===== src/common/uart_settings.svh =====
`ifndef UART_SETTINGS_SVH
`define UART_SETTINGS_SVH

// Width of the bit period counters and of the stored period
`define UART_PERIOD_W 16

// Shortest run in cycles that may set the period, shorter runs are glitches
`define UART_MIN_RUN 2

`endif


===== src/common/uart_pkg.sv =====
`default_nettype none
`include "uart_settings.svh"

package uart_pkg;

   // What the baud detector reports
   typedef struct packed {
      logic [`UART_PERIOD_W-1:0] period;   // Cycles per bit
      logic                      locked;   // Any valid run seen
      logic                      resync;   // One cycle, period changed
   } baud_t;

   // Transmit request
   typedef struct packed {
      logic       valid;   // One cycle strobe
      logic [7:0] data;
   } tx_req_t;

   // Received byte
   typedef struct packed {
      logic       valid;   // One cycle strobe
      logic [7:0] data;
   } rx_byte_t;

   typedef struct packed {
      logic rx_busy;
      logic tx_busy;
   } uart_status_t;

endpackage

`default_nettype wire


===== src/uart/uart_baud_detect.sv =====
`timescale 1ns/1ps
`default_nettype none
`include "uart_settings.svh"

module uart_baud_detect (
   input  wire             i_clk,
   input  wire             i_nrst,
   input  wire             i_rx,
   output logic            o_rx_sync,
   output uart_pkg::baud_t o_baud
);

   logic [1:0]                sync_q;     // Two-flop synchronizer
   logic                      rx_prev;
   logic                      edge_seen;
   logic [`UART_PERIOD_W-1:0] run_cnt;
   uart_pkg::baud_t           baud_q;

   assign o_rx_sync = sync_q[1];
   assign edge_seen = sync_q[1] ^ rx_prev;
   assign o_baud    = baud_q;

   always_ff @(posedge i_clk or negedge i_nrst) begin
      if (!i_nrst) begin
         sync_q  <= 2'b11;   // Line idles high
         rx_prev <= 1'b1;
      end else begin
         sync_q  <= {sync_q[0], i_rx};
         rx_prev <= sync_q[1];
      end
   end

   // Run length of the current level, saturating.
   // Starts saturated so the run before the first edge never counts.
   always_ff @(posedge i_clk or negedge i_nrst) begin
      if (!i_nrst) begin
         run_cnt <= '1;
      end else if (edge_seen) begin
         run_cnt <= `UART_PERIOD_W'(1);
      end else if (run_cnt != '1) begin
         run_cnt <= run_cnt + 1'b1;
      end
   end

   always_ff @(posedge i_clk or negedge i_nrst) begin
      if (!i_nrst) begin
         baud_q.period <= '1;
         baud_q.locked <= 1'b0;
         baud_q.resync <= 1'b0;
      end else begin
         baud_q.resync <= 1'b0;
         if (edge_seen && run_cnt >= `UART_PERIOD_W'(`UART_MIN_RUN)
             && run_cnt < baud_q.period) begin
            baud_q.period <= run_cnt;   // Shortest run so far
            baud_q.locked <= 1'b1;
            baud_q.resync <= 1'b1;
         end
      end
   end

   // A resync only ever follows a shrink to a valid period
   resync_period_a: assert property (@(posedge i_clk) disable iff (!i_nrst)
      baud_q.resync |-> (baud_q.period >= `UART_PERIOD_W'(`UART_MIN_RUN))
                        && (baud_q.period < $past(baud_q.period)));

endmodule

`default_nettype wire


===== src/uart/uart_rx.sv =====
`timescale 1ns/1ps
`default_nettype none
`include "uart_settings.svh"

module uart_rx (
   input  wire                 i_clk,
   input  wire                 i_nrst,
   input  wire                 i_rx_sync,
   input  wire uart_pkg::baud_t i_baud,
   output uart_pkg::rx_byte_t  o_rx_byte,
   output logic                o_busy
);

   typedef enum logic [3:0] {
      RX_IDLE,
      RX_START,
      RX_D0, RX_D1, RX_D2, RX_D3, RX_D4, RX_D5, RX_D6, RX_D7,
      RX_WAIT
   } rx_state_e;

   rx_state_e                 state;
   logic [`UART_PERIOD_W-1:0] cnt;
   logic [`UART_PERIOD_W-1:0] half_last;
   logic [`UART_PERIOD_W-1:0] bit_last;
   logic                      sample;
   logic [7:0]                shift;
   logic                      valid_q;

   assign half_last = (i_baud.period >> 1) - 1'b1;   // Middle of start bit
   assign bit_last  = i_baud.period - 1'b1;
   assign sample    = (state inside {[RX_D0:RX_D7]}) && (cnt == bit_last);

   assign o_rx_byte = '{valid: valid_q, data: shift};

   // LSB arrives first
   always_ff @(posedge i_clk) begin
      if (sample) begin
         shift <= {i_rx_sync, shift[7:1]};
      end
   end

   always_ff @(posedge i_clk or negedge i_nrst) begin
      if (!i_nrst) begin
         state   <= RX_IDLE;
         cnt     <= '0;
         valid_q <= 1'b0;
         o_busy  <= 1'b0;
      end else begin
         cnt     <= cnt + 1'b1;
         valid_q <= 1'b0;
         case (state)
            RX_IDLE: begin
               cnt <= '0;
               if (!i_rx_sync) begin   // Start bit
                  state  <= RX_START;
                  o_busy <= 1'b1;
               end
            end
            RX_START: begin
               if (cnt == half_last) begin
                  state <= RX_D0;
                  cnt   <= '0;
               end
            end
            RX_D0, RX_D1, RX_D2, RX_D3, RX_D4, RX_D5, RX_D6: begin
               if (sample) begin
                  state <= rx_state_e'(state + 1'b1);
                  cnt   <= '0;
               end
            end
            RX_D7: begin
               if (sample) begin
                  state   <= RX_WAIT;
                  cnt     <= '0;
                  valid_q <= 1'b1;
               end
            end
            RX_WAIT: begin
               if (i_rx_sync) begin   // Back to stop level
                  state  <= RX_IDLE;
                  o_busy <= 1'b0;
               end
            end
            default: begin
               state  <= RX_IDLE;
               o_busy <= 1'b0;
            end
         endcase
         if (i_baud.resync) begin
            cnt <= '0;   // Period just changed
         end
      end
   end

   valid_single_a: assert property (@(posedge i_clk) disable iff (!i_nrst)
      o_rx_byte.valid |=> !o_rx_byte.valid);

endmodule

`default_nettype wire


===== src/uart/uart_tx.sv =====
`timescale 1ns/1ps
`default_nettype none
`include "uart_settings.svh"

module uart_tx (
   input  wire                   i_clk,
   input  wire                   i_nrst,
   input  wire uart_pkg::tx_req_t i_req,
   input  wire uart_pkg::baud_t  i_baud,
   output logic                  o_tx,
   output logic                  o_busy
);

   // In TX_Dn the previous level is on the line and bit n goes out next
   typedef enum logic [3:0] {
      TX_IDLE,
      TX_D0, TX_D1, TX_D2, TX_D3, TX_D4, TX_D5, TX_D6, TX_D7,
      TX_STOP,
      TX_GUARD
   } tx_state_e;

   tx_state_e                 state;
   logic [`UART_PERIOD_W-1:0] cnt;
   logic [`UART_PERIOD_W-1:0] bit_last;
   logic                      bit_done;
   logic                      accept;
   logic                      guard_second;   // Stop bit over, guard time running
   logic [7:0]                shift;

   assign bit_last = i_baud.period - 1'b1;
   assign bit_done = (cnt == bit_last);
   assign accept   = (state == TX_IDLE) && i_req.valid && i_baud.locked;

   always_ff @(posedge i_clk) begin
      if (accept) begin
         shift <= i_req.data;
      end else if (bit_done && (state inside {[TX_D0:TX_D7]})) begin
         shift <= shift >> 1;
      end
   end

   always_ff @(posedge i_clk or negedge i_nrst) begin
      if (!i_nrst) begin
         state        <= TX_IDLE;
         cnt          <= '0;
         o_tx         <= 1'b1;
         o_busy       <= 1'b0;
         guard_second <= 1'b0;
      end else begin
         cnt <= cnt + 1'b1;
         case (state)
            TX_IDLE: begin
               cnt <= '0;
               if (accept) begin
                  state  <= TX_D0;
                  o_tx   <= 1'b0;   // Start bit
                  o_busy <= 1'b1;
               end
            end
            TX_D0, TX_D1, TX_D2, TX_D3, TX_D4, TX_D5, TX_D6, TX_D7: begin
               if (bit_done) begin
                  o_tx  <= shift[0];
                  cnt   <= '0;
                  state <= tx_state_e'(state + 1'b1);   // D7 moves on to stop
               end
            end
            TX_STOP: begin
               if (bit_done) begin
                  o_tx  <= 1'b1;
                  cnt   <= '0;
                  state <= TX_GUARD;
               end
            end
            TX_GUARD: begin
               if (bit_done) begin
                  cnt <= '0;
                  if (guard_second) begin
                     state        <= TX_IDLE;
                     o_busy       <= 1'b0;
                     guard_second <= 1'b0;
                  end else begin
                     guard_second <= 1'b1;
                  end
               end
            end
            default: begin
               state  <= TX_IDLE;
               o_tx   <= 1'b1;
               o_busy <= 1'b0;
            end
         endcase
         if (i_baud.resync) begin
            cnt <= '0;
         end
      end
   end

   idle_line_high_a: assert property (@(posedge i_clk) disable iff (!i_nrst)
      !o_busy |-> o_tx);

endmodule

`default_nettype wire


===== src/verilog/uart_autobaud_top.sv =====
`timescale 1ns/1ps
`default_nettype none

module uart_autobaud_top (
   input  wire                    i_clk,
   input  wire                    i_nrst,
   input  wire                    i_rx,
   input  wire uart_pkg::tx_req_t i_tx_req,
   output logic                   o_tx,
   output uart_pkg::rx_byte_t     o_rx_byte,
   output uart_pkg::uart_status_t o_status,
   output uart_pkg::baud_t        o_baud
);

   logic            rx_sync;   // Only synchronized copy of the line
   logic            rx_busy;
   logic            tx_busy;
   uart_pkg::baud_t baud;

   assign o_baud   = baud;
   assign o_status = '{rx_busy: rx_busy, tx_busy: tx_busy};

   uart_baud_detect uart_baud_detect_inst (
      .i_clk     (i_clk),
      .i_nrst    (i_nrst),
      .i_rx      (i_rx),
      .o_rx_sync (rx_sync),
      .o_baud    (baud)
   );

   uart_rx uart_rx_inst (
      .i_clk     (i_clk),
      .i_nrst    (i_nrst),
      .i_rx_sync (rx_sync),
      .i_baud    (baud),
      .o_rx_byte (o_rx_byte),
      .o_busy    (rx_busy)
   );

   uart_tx uart_tx_inst (
      .i_clk  (i_clk),
      .i_nrst (i_nrst),
      .i_req  (i_tx_req),
      .i_baud (baud),
      .o_tx   (o_tx),
      .o_busy (tx_busy)
   );

endmodule

`default_nettype wire


===== config.mk =====
export PLATFORM = sky130hd
export DESIGN_NAME = uart_autobaud_top
export DESIGN_NICKNAME = d
export VERILOG_FILES = /design/src/common/uart_pkg.sv /design/src/uart/uart_baud_detect.sv /design/src/uart/uart_rx.sv /design/src/uart/uart_tx.sv /design/src/verilog/uart_autobaud_top.sv
export VERILOG_INCLUDE_DIRS = /design/src /design/src/common
export SDC_FILE = /design/constraint.sdc
export NUM_CORES = 1
export LEC_CHECK = 0
export ABC_AREA = 1
export BUFFER_PORTS_ARGS = -buffer_cell sky130_fd_sc_hd__buf_2
export CORE_MARGIN = 5
export CORE_UTILIZATION = 60
export CTS_CLUSTER_DIAMETER = 100
export DETAILED_ROUTE_END_ITERATION = 7
export HOLD_SLACK_MARGIN = 0.02
export PLACE_DENSITY = 0.79
export SKIP_LAST_GASP = 1
export SLEW_MARGIN = 20
export SYNTH_ARGS = -nofsm -noshare
export SYNTH_HDL_FRONTEND = slang
export SYNTH_SLANG_ARGS = --single-unit

===== constraint.sdc =====
create_clock -name i_clk -period 4.6 [get_ports i_clk]
set_clock_uncertainty 0.1 [all_clocks]
set_input_delay 0.46 -clock i_clk [delete_from_list [all_inputs] [get_ports i_clk]]
set_output_delay 0.46 -clock i_clk [all_outputs]
set_load 0.01 [all_outputs]

Word level (Yosys, flattened, before mapping)
Cells that the tools add are included.
W data, S select, Z words.

storage, ports and cells
  register bits after elaboration = 98
  input bits = 12

operators by class
  equal/unequal tests = 34
  $lt $le $gt $ge = 6
  bitwise gates (word level) = 4
  reduce and logical (&&, ||, !) cells = 24
  add/sub/neg operators = 7
  muxes and demuxes = 38

operator list
  operator                 number
  $mux W16                 7
  $add A16 B1 Y16 const B  3
  $eq A16 B16 Y1           3
  $pmux W16 S3             1
  $mux W4                  10
  $eq A4 B3 Y1 const B     8
  $pmux W16 S2             1
  $eq A4 B4 Y1 const B     6
  $pmux W4 S5              1
  $reduce_or A9 Y1         2
  $eq A4 B2 Y1 const B     4
  $ge A16 B2 Y1 const B    1
  $lt A16 B16 Y1           1
  $mux W8                  2
  $ne A16 B16 Y1 const B   1
  $ne A2 B1 Y1 const B     8
  $pmux W4 S4              1
  $reduce_or A8 Y1         2
  $sub A15 B1 Y16 const B  1
  $sub A16 B1 Y16 const B  1
  $mux W1                  12
  $reduce_and A5 Y1        2
  $reduce_or A10 Y1        1
  $add A4 B1 Y4 const B    2
  other kinds (16)         32

Logic depth before layout (Yosys ltp)
  depth in word-level cells = 6
  depth in mapped cells = 19
  mapped depth without buffers = 18

Hierarchy
Synthesis repeated with hierarchy kept, for this count alone.

second synthesis, totals
  cells, all modules = 1,117
  area total of the unflattened synthesis = 7,764.9 um^2

modules (own cells, without submodules)
  module             instances  area each (um^2)  cells each  sequential area each (um^2)
  uart_rx            1          2,887.8           433         790.8
  uart_tx            1          2,647.5           407         817.0
  uart_baud_detect   1          2,214.6           275         969.7
  uart_autobaud_top  1          15.0              2           0.0

Worst setup path before layout
No wires, ideal clock.

  kind = register -> register
  start = register uart_baud_detect_inst.baud_q (netlist bit uart_baud_detect_inst.o_baud[2])
  end = register uart_tx_inst.shift[0], enable pin
  data required time = 4,116 ps
  arrival = 2,537 ps
  setup time = 384 ps
  path slack = 1,579 ps
  cell stages (with the launch flop) = 15
  path buffers = 1
  clock period less this slack = 3,021 ps
  path through = dfstp_2 > buf_2 > inv_2 > ha_1 > nand2_4 > nor2_2 > nand2_1 > nand2_1 > nand2_1 > nand2_1 > nor2_1 > nand2_1 > nor2_1 > nand3_1 > o21ai_0

between the ends
  cells in the longest elaborated chain, start to end = 4

RTL lines
  element                       RTL line                source
  start, declared               uart_baud_detect.sv:17  uart_pkg::baud_t baud_q;
  $sub A16 B1 Y16               uart_tx.sv:30           assign bit_last = i_baud.period - 1'b1;
  $eq A16 B16 Y1                uart_tx.sv:31           assign bit_done = (cnt == bit_last);
  $logic_and A1 B1 Y1           uart_tx.sv:37           end else if (bit_done && (state inside {[TX_D0:TX_D7]})) begin
  $reduce_bool A2 Y1 (no line)  n/a
  end signal, assigned          uart_tx.sv:36           shift <= i_req.data;
  end signal, assigned          uart_tx.sv:38           shift <= shift >> 1;
  end, declared                 uart_tx.sv:28           logic [7:0] shift;

Every way passes these cells.
A chain may end at the register's enable or synchronous reset.

Final worst setup path
  start = register uart_baud_detect_inst.baud_q (netlist bit uart_baud_detect_inst.o_baud[2])
  end = register uart_rx_inst.shift[0], enable pin

between the ends
  cells in the longest elaborated chain, start to end = 3

RTL lines
  element                  RTL line       source
  $sub A16 B1 Y16          uart_rx.sv:30  assign bit_last = i_baud.period - 1'b1;
  $eq A16 B16 Y1           uart_rx.sv:31  assign sample = (state inside {[RX_D0:RX_D7]}) && (cnt == bit_last);
  $logic_and A1 B1 Y1      uart_rx.sv:31
  net uart_rx_inst.sample  uart_rx.sv:25  logic sample;
  end signal, assigned     uart_rx.sv:38  shift <= {i_rx_sync, shift[7:1]};
  end, declared            uart_rx.sv:26  logic [7:0] shift;

The timed path passes the listed nets, and every way through them passes these cells.

==> impl_metrics.csv <==
group,metric,value,unit
outcome,status,"completed",
yosys,synth_top_area_share,16.40,%
pwr,leakage,3.812,nW
setup_path,crit_fanout,9,
pwr,irDropWorstVdd,0.3701,mV
pwr,p_sw_share,47.08,%
sta,post-route-min-period,3108,ps
clocking,ctsRootBufferMaster,"clkbuf_16",
yosys,netlist.top_cell.by_area,"dfrtp_1",
layout,fillers,1000,
pwr,p_per_area,563.7,nW/um^2
layout,flow.area_growth_from_synthesis,8.858,%
setup_path,category_of_the_critical_setup_timing_path,"flip-flop to flip-flop",
sta,finalHoldViolations,0,
global_route,grt_first_pass_wirelength,29600,um
yosys,synth_cell_type_count,47,
pwr,share_clk_of_total_power,19.1,%
floorplanning,die_height,118.2,um
sta,layout_worst_path_cycle_share,67.56,%
route,finalWirelength,17270,um
global_route,first_global_vias,6245,
layout,post-route-util,66.64,%
setup_path,worst-path-buf-inv,1,
setup_path,crit_path_end_kind,"flip-flop",
floorplanning,dieArea,13960,sq um
clocking,cts_tree,"done",
job,timing.max_cap.violations,0,
floorplanning,row_count,39,
pwr,seqPwrFrac,27.5,%
sta,worst_hold_slack,47.07,ps
yosys,synthesis.area_per_instance,7.127,sq um
yosys,post_synth_instance_area,7020,sq um
clocking,cts-hold-fix-buffers,0,
sta,rsz0062_at_grt,"false",
yosys,synth_seq_area_share,36.71,%
clocking,cts_htree_levels,3,
place,place.detailed.hpwl,13430,um
place,gpl.final_weighted_congestion,0.9653,
global_route,globalRouteOverflowTotal,0,
pwr,combinational_group_share_of_total_power,53.4,%
setup_path,timing.critical_path.arrival,3000,ps
route,vias,6465,
route,drcViolationCount,0,
layout,final_layout_size_suffix_gt1_share,13.18,%
sta,timing_max_transition_violations_final,0,
route,drt-vias-per-instance,5.540,
sta,worst_slew_pin_slew,1019,ps
sta,max_freq,321.8,MHz
sta,slew_headroom,31.84,%
clocking,clock_tree.buffer_depth,2,
yosys,flops_latches_synth,98,
route,antenna_violating_nets_post_route,0,
yosys,synth_top_cells_by_area,"dfrtp_1 (16%), nand2_1 (15%), dfstp_2 (13%)",
clocking,clock_sink_count,98,
yosys,synth_fp_nets,1027,
clocking,insertion_delay,360,ps
route,detailedRoute.firstIterationViolations,511,
global_route,grt_start_max_net_pins,83,
min_path,worstHoldPathType,"primary input to async pin",
layout,diodes,0,
setup_path,crit_path_max_incr_delay,620,ps
setup_path,timing.critical_path.slowest_stage_cell,"dfstp_2",
yosys,synth-edff-count,16,
floorplanning,start_util,61.22,%
clocking,clk_transition_reported_paths,60,ps
layout,nNetsFinal,1061,
route,drtPass1Iterations,5,
setup_path,critPathMostFrequentCell,"nand2_1",
pwr,p_int,2.280,mW
sta,setup_tns,0,ps
yosys,synthFlopType,"dfrtp_1",
place,io_buffers,41,
floorplanning,num_io_pins,42,
setup_path,worst_setup_path_start_kind,"flip-flop",
clocking,post_cts_resized,0,
global_route,grt_antenna_before_repair,0,
setup_path,timing.critical_path.cells,"inv_2, ha_1, nand2_4, nor2_2, nand2_1, nand2_1, nand2_1, and2_1, nand3b_1, nor3_1, nand3_1, nor2_1",
setup_path,critPathTopFamily,"simple AND/OR/NAND/NOR gates",
yosys,synth_async_sr_flop_share,83.67,%
setup_path,critPathRequiredTime,4490,ps
pwr,switching_power,2.028,mW
floorplanning,core-area,11470,sq um
yosys,synth.yosys.warnings,0,
route,wire_per_inst,14.80,um
clocking,cts_inserted_buffers,9,
floorplanning,dieWidth,118.2,um
global_route,grt_util_all_layers,25.83,%
sta,timing.final.setup_violations,0,
yosys,syn-instance-count,985,
clocking,post_cts.repair.setup_buffers,0,
-- logic make-up (layout without fill, tap and decap cells) --
kind of cell / Yosys count / in the layout / synth area share (%)
compound gates: 80 / 80 / 6.380
xor+xnor: 50 / 50 / 6.238
fa+ha+maj: 30 / 30 / 5.347
buf+inv: 160 / 199 / 9.178
flops: 98 / 98 / 36.71
simple gates: 567 / 567 / 36.14
-- final timing paths --
kind	start	end	slack (ps)	depth (start not counted)
max in group asynchronous	i_nrst	uart_baud_detect_inst.o_baud[0]	3860	1
max reg2reg	uart_baud_detect_inst.o_baud[2]	uart_rx_inst.shift[0]	1490	12
min reg2reg	uart_baud_detect_inst.sync_q[0]	uart_baud_detect_inst.sync_q[1]	260	0
min in group i_clk	i_rx	uart_baud_detect_inst.sync_q[0]	90	1
min	i_nrst	uart_rx_inst.cnt[2]	50	1
max	uart_baud_detect_inst.o_baud[2]	uart_rx_inst.shift[0]	1490	12
-- Yosys cell counts (2+ instances only) --
| cell | n |
|---|---|
| nand2_1 | 277 |
| inv_1 | 133 |
| nand3_1 | 106 |
| nor2_1 | 103 |
| dfrtp_1 | 46 |
| xor2_1 | 41 |
| dfstp_2 | 36 |
| o21ai_0 | 36 |
| ha_1 | 30 |
| a21oi_1 | 26 |
| nor3_1 | 23 |
| edfxtp_1 | 16 |
| nand4_1 | 11 |
| clkbuf_1 | 9 |
| xnor2_1 | 9 |
| nand2_2 | 8 |
| nor2_2 | 7 |
| inv_2 | 6 |
| nor3b_1 | 6 |
| buf_2 | 5 |
| a31oi_1 | 4 |
| buf_4 | 4 |
| nand3_2 | 4 |
| nor2_4 | 4 |
| nor4_1 | 4 |
| buf_6 | 3 |
| o31ai_1 | 3 |
| a211oi_1 | 2 |
| nand2_4 | 2 |
| nor2_8 | 2 |
| o21ai_2 | 2 |
| or2_2 | 2 |
-- placed cells by master (no fill, tap or decap), drive strengths merged --
cell       n
o21ai     38
a2111oi    1
o22ai      1
a31oi      4
a221oi     1
o211ai     1
buf       44
and2       1
xnor2      9
nor2     116
edfxtp    16
o21a       1
o211a      1
and3       1
clkbuf    12
nor3b      6
o31ai      3
a21oi     26
xor2      41
bufinv     1
nor3      24
dfstp     36
a41oi      1
ha        30
nand4     11
clkinv     1
nand3    111
or2        4
nor4       5
dfrtp     46
a211oi     2
nand3b     1
inv      141
nand2    287
-- power groups by stage --
stage	combinational, mW	sequential, mW	clock (mW)
global placement	2.24	1.19	0
detailed placement	2.26	1.19	0
floorplan	1.83	1.14	0
CTS	2.28	1.18	0.842
global route	2.62	1.20	0.881
finish	2.30	1.18	0.824
-- routing by layer --
layer | part of all wire, % | GRT usage (%) | wire (um)
met4 | 3.0 | 12.19 | 516
met3 | 6.5 | 3.964 | 1128
met2 | 45 | 39.73 | 7731
met5 | 0 | 0 | 0
met1 | 46 | 35.88 | 7895
-- stage by stage --
stage                     instance area (sq um)  setup WS [ps]  total power, mW  cells
after floorplan                            7020           1579            2.966    985
after global placement                     7307           1543            3.430   1151
after detailed placement                   7307           1512            3.456   1151
after CTS                                  7639           1477            4.300   1167
after global routing                       7642           1199            4.705   1167
final                                      7642           1492            4.308   1167
-- area by class of cell --
type,instances,area [sq um],area share (%)
clock inverters,4,52.55,0.6876
multi-input cells,727,3799,49.71
inverters,139,521.8,6.827
clock buffers,12,279.0,3.651
well taps,143,178.9,2.341
repair buffers,44,234.0,3.062
flip-flops and latches,98,2577,33.73
-- sequential cells by signal (all words and copies together), names as in the netlist --
| name | flops |
|---|---|
| uart_rx_inst.cnt | 16 |
| uart_rx_inst.o_busy | 1 |
| uart_rx_inst.valid_q | 1 |
| uart_tx_inst.guard_second | 1 |
| uart_tx_inst.shift | 8 |
| uart_rx_inst.state | 4 |
| uart_baud_detect_inst.run_cnt | 16 |
| uart_tx_inst.o_busy | 1 |
| uart_tx_inst.o_tx | 1 |
| uart_rx_inst.shift | 8 |
| uart_baud_detect_inst.sync_q | 2 |
| uart_baud_detect_inst.rx_prev | 1 |
| uart_baud_detect_inst.o_baud | 18 |
| uart_tx_inst.state | 4 |
| uart_tx_inst.cnt | 16 |
No activity file was read; power rests on OpenSTA's default activity.
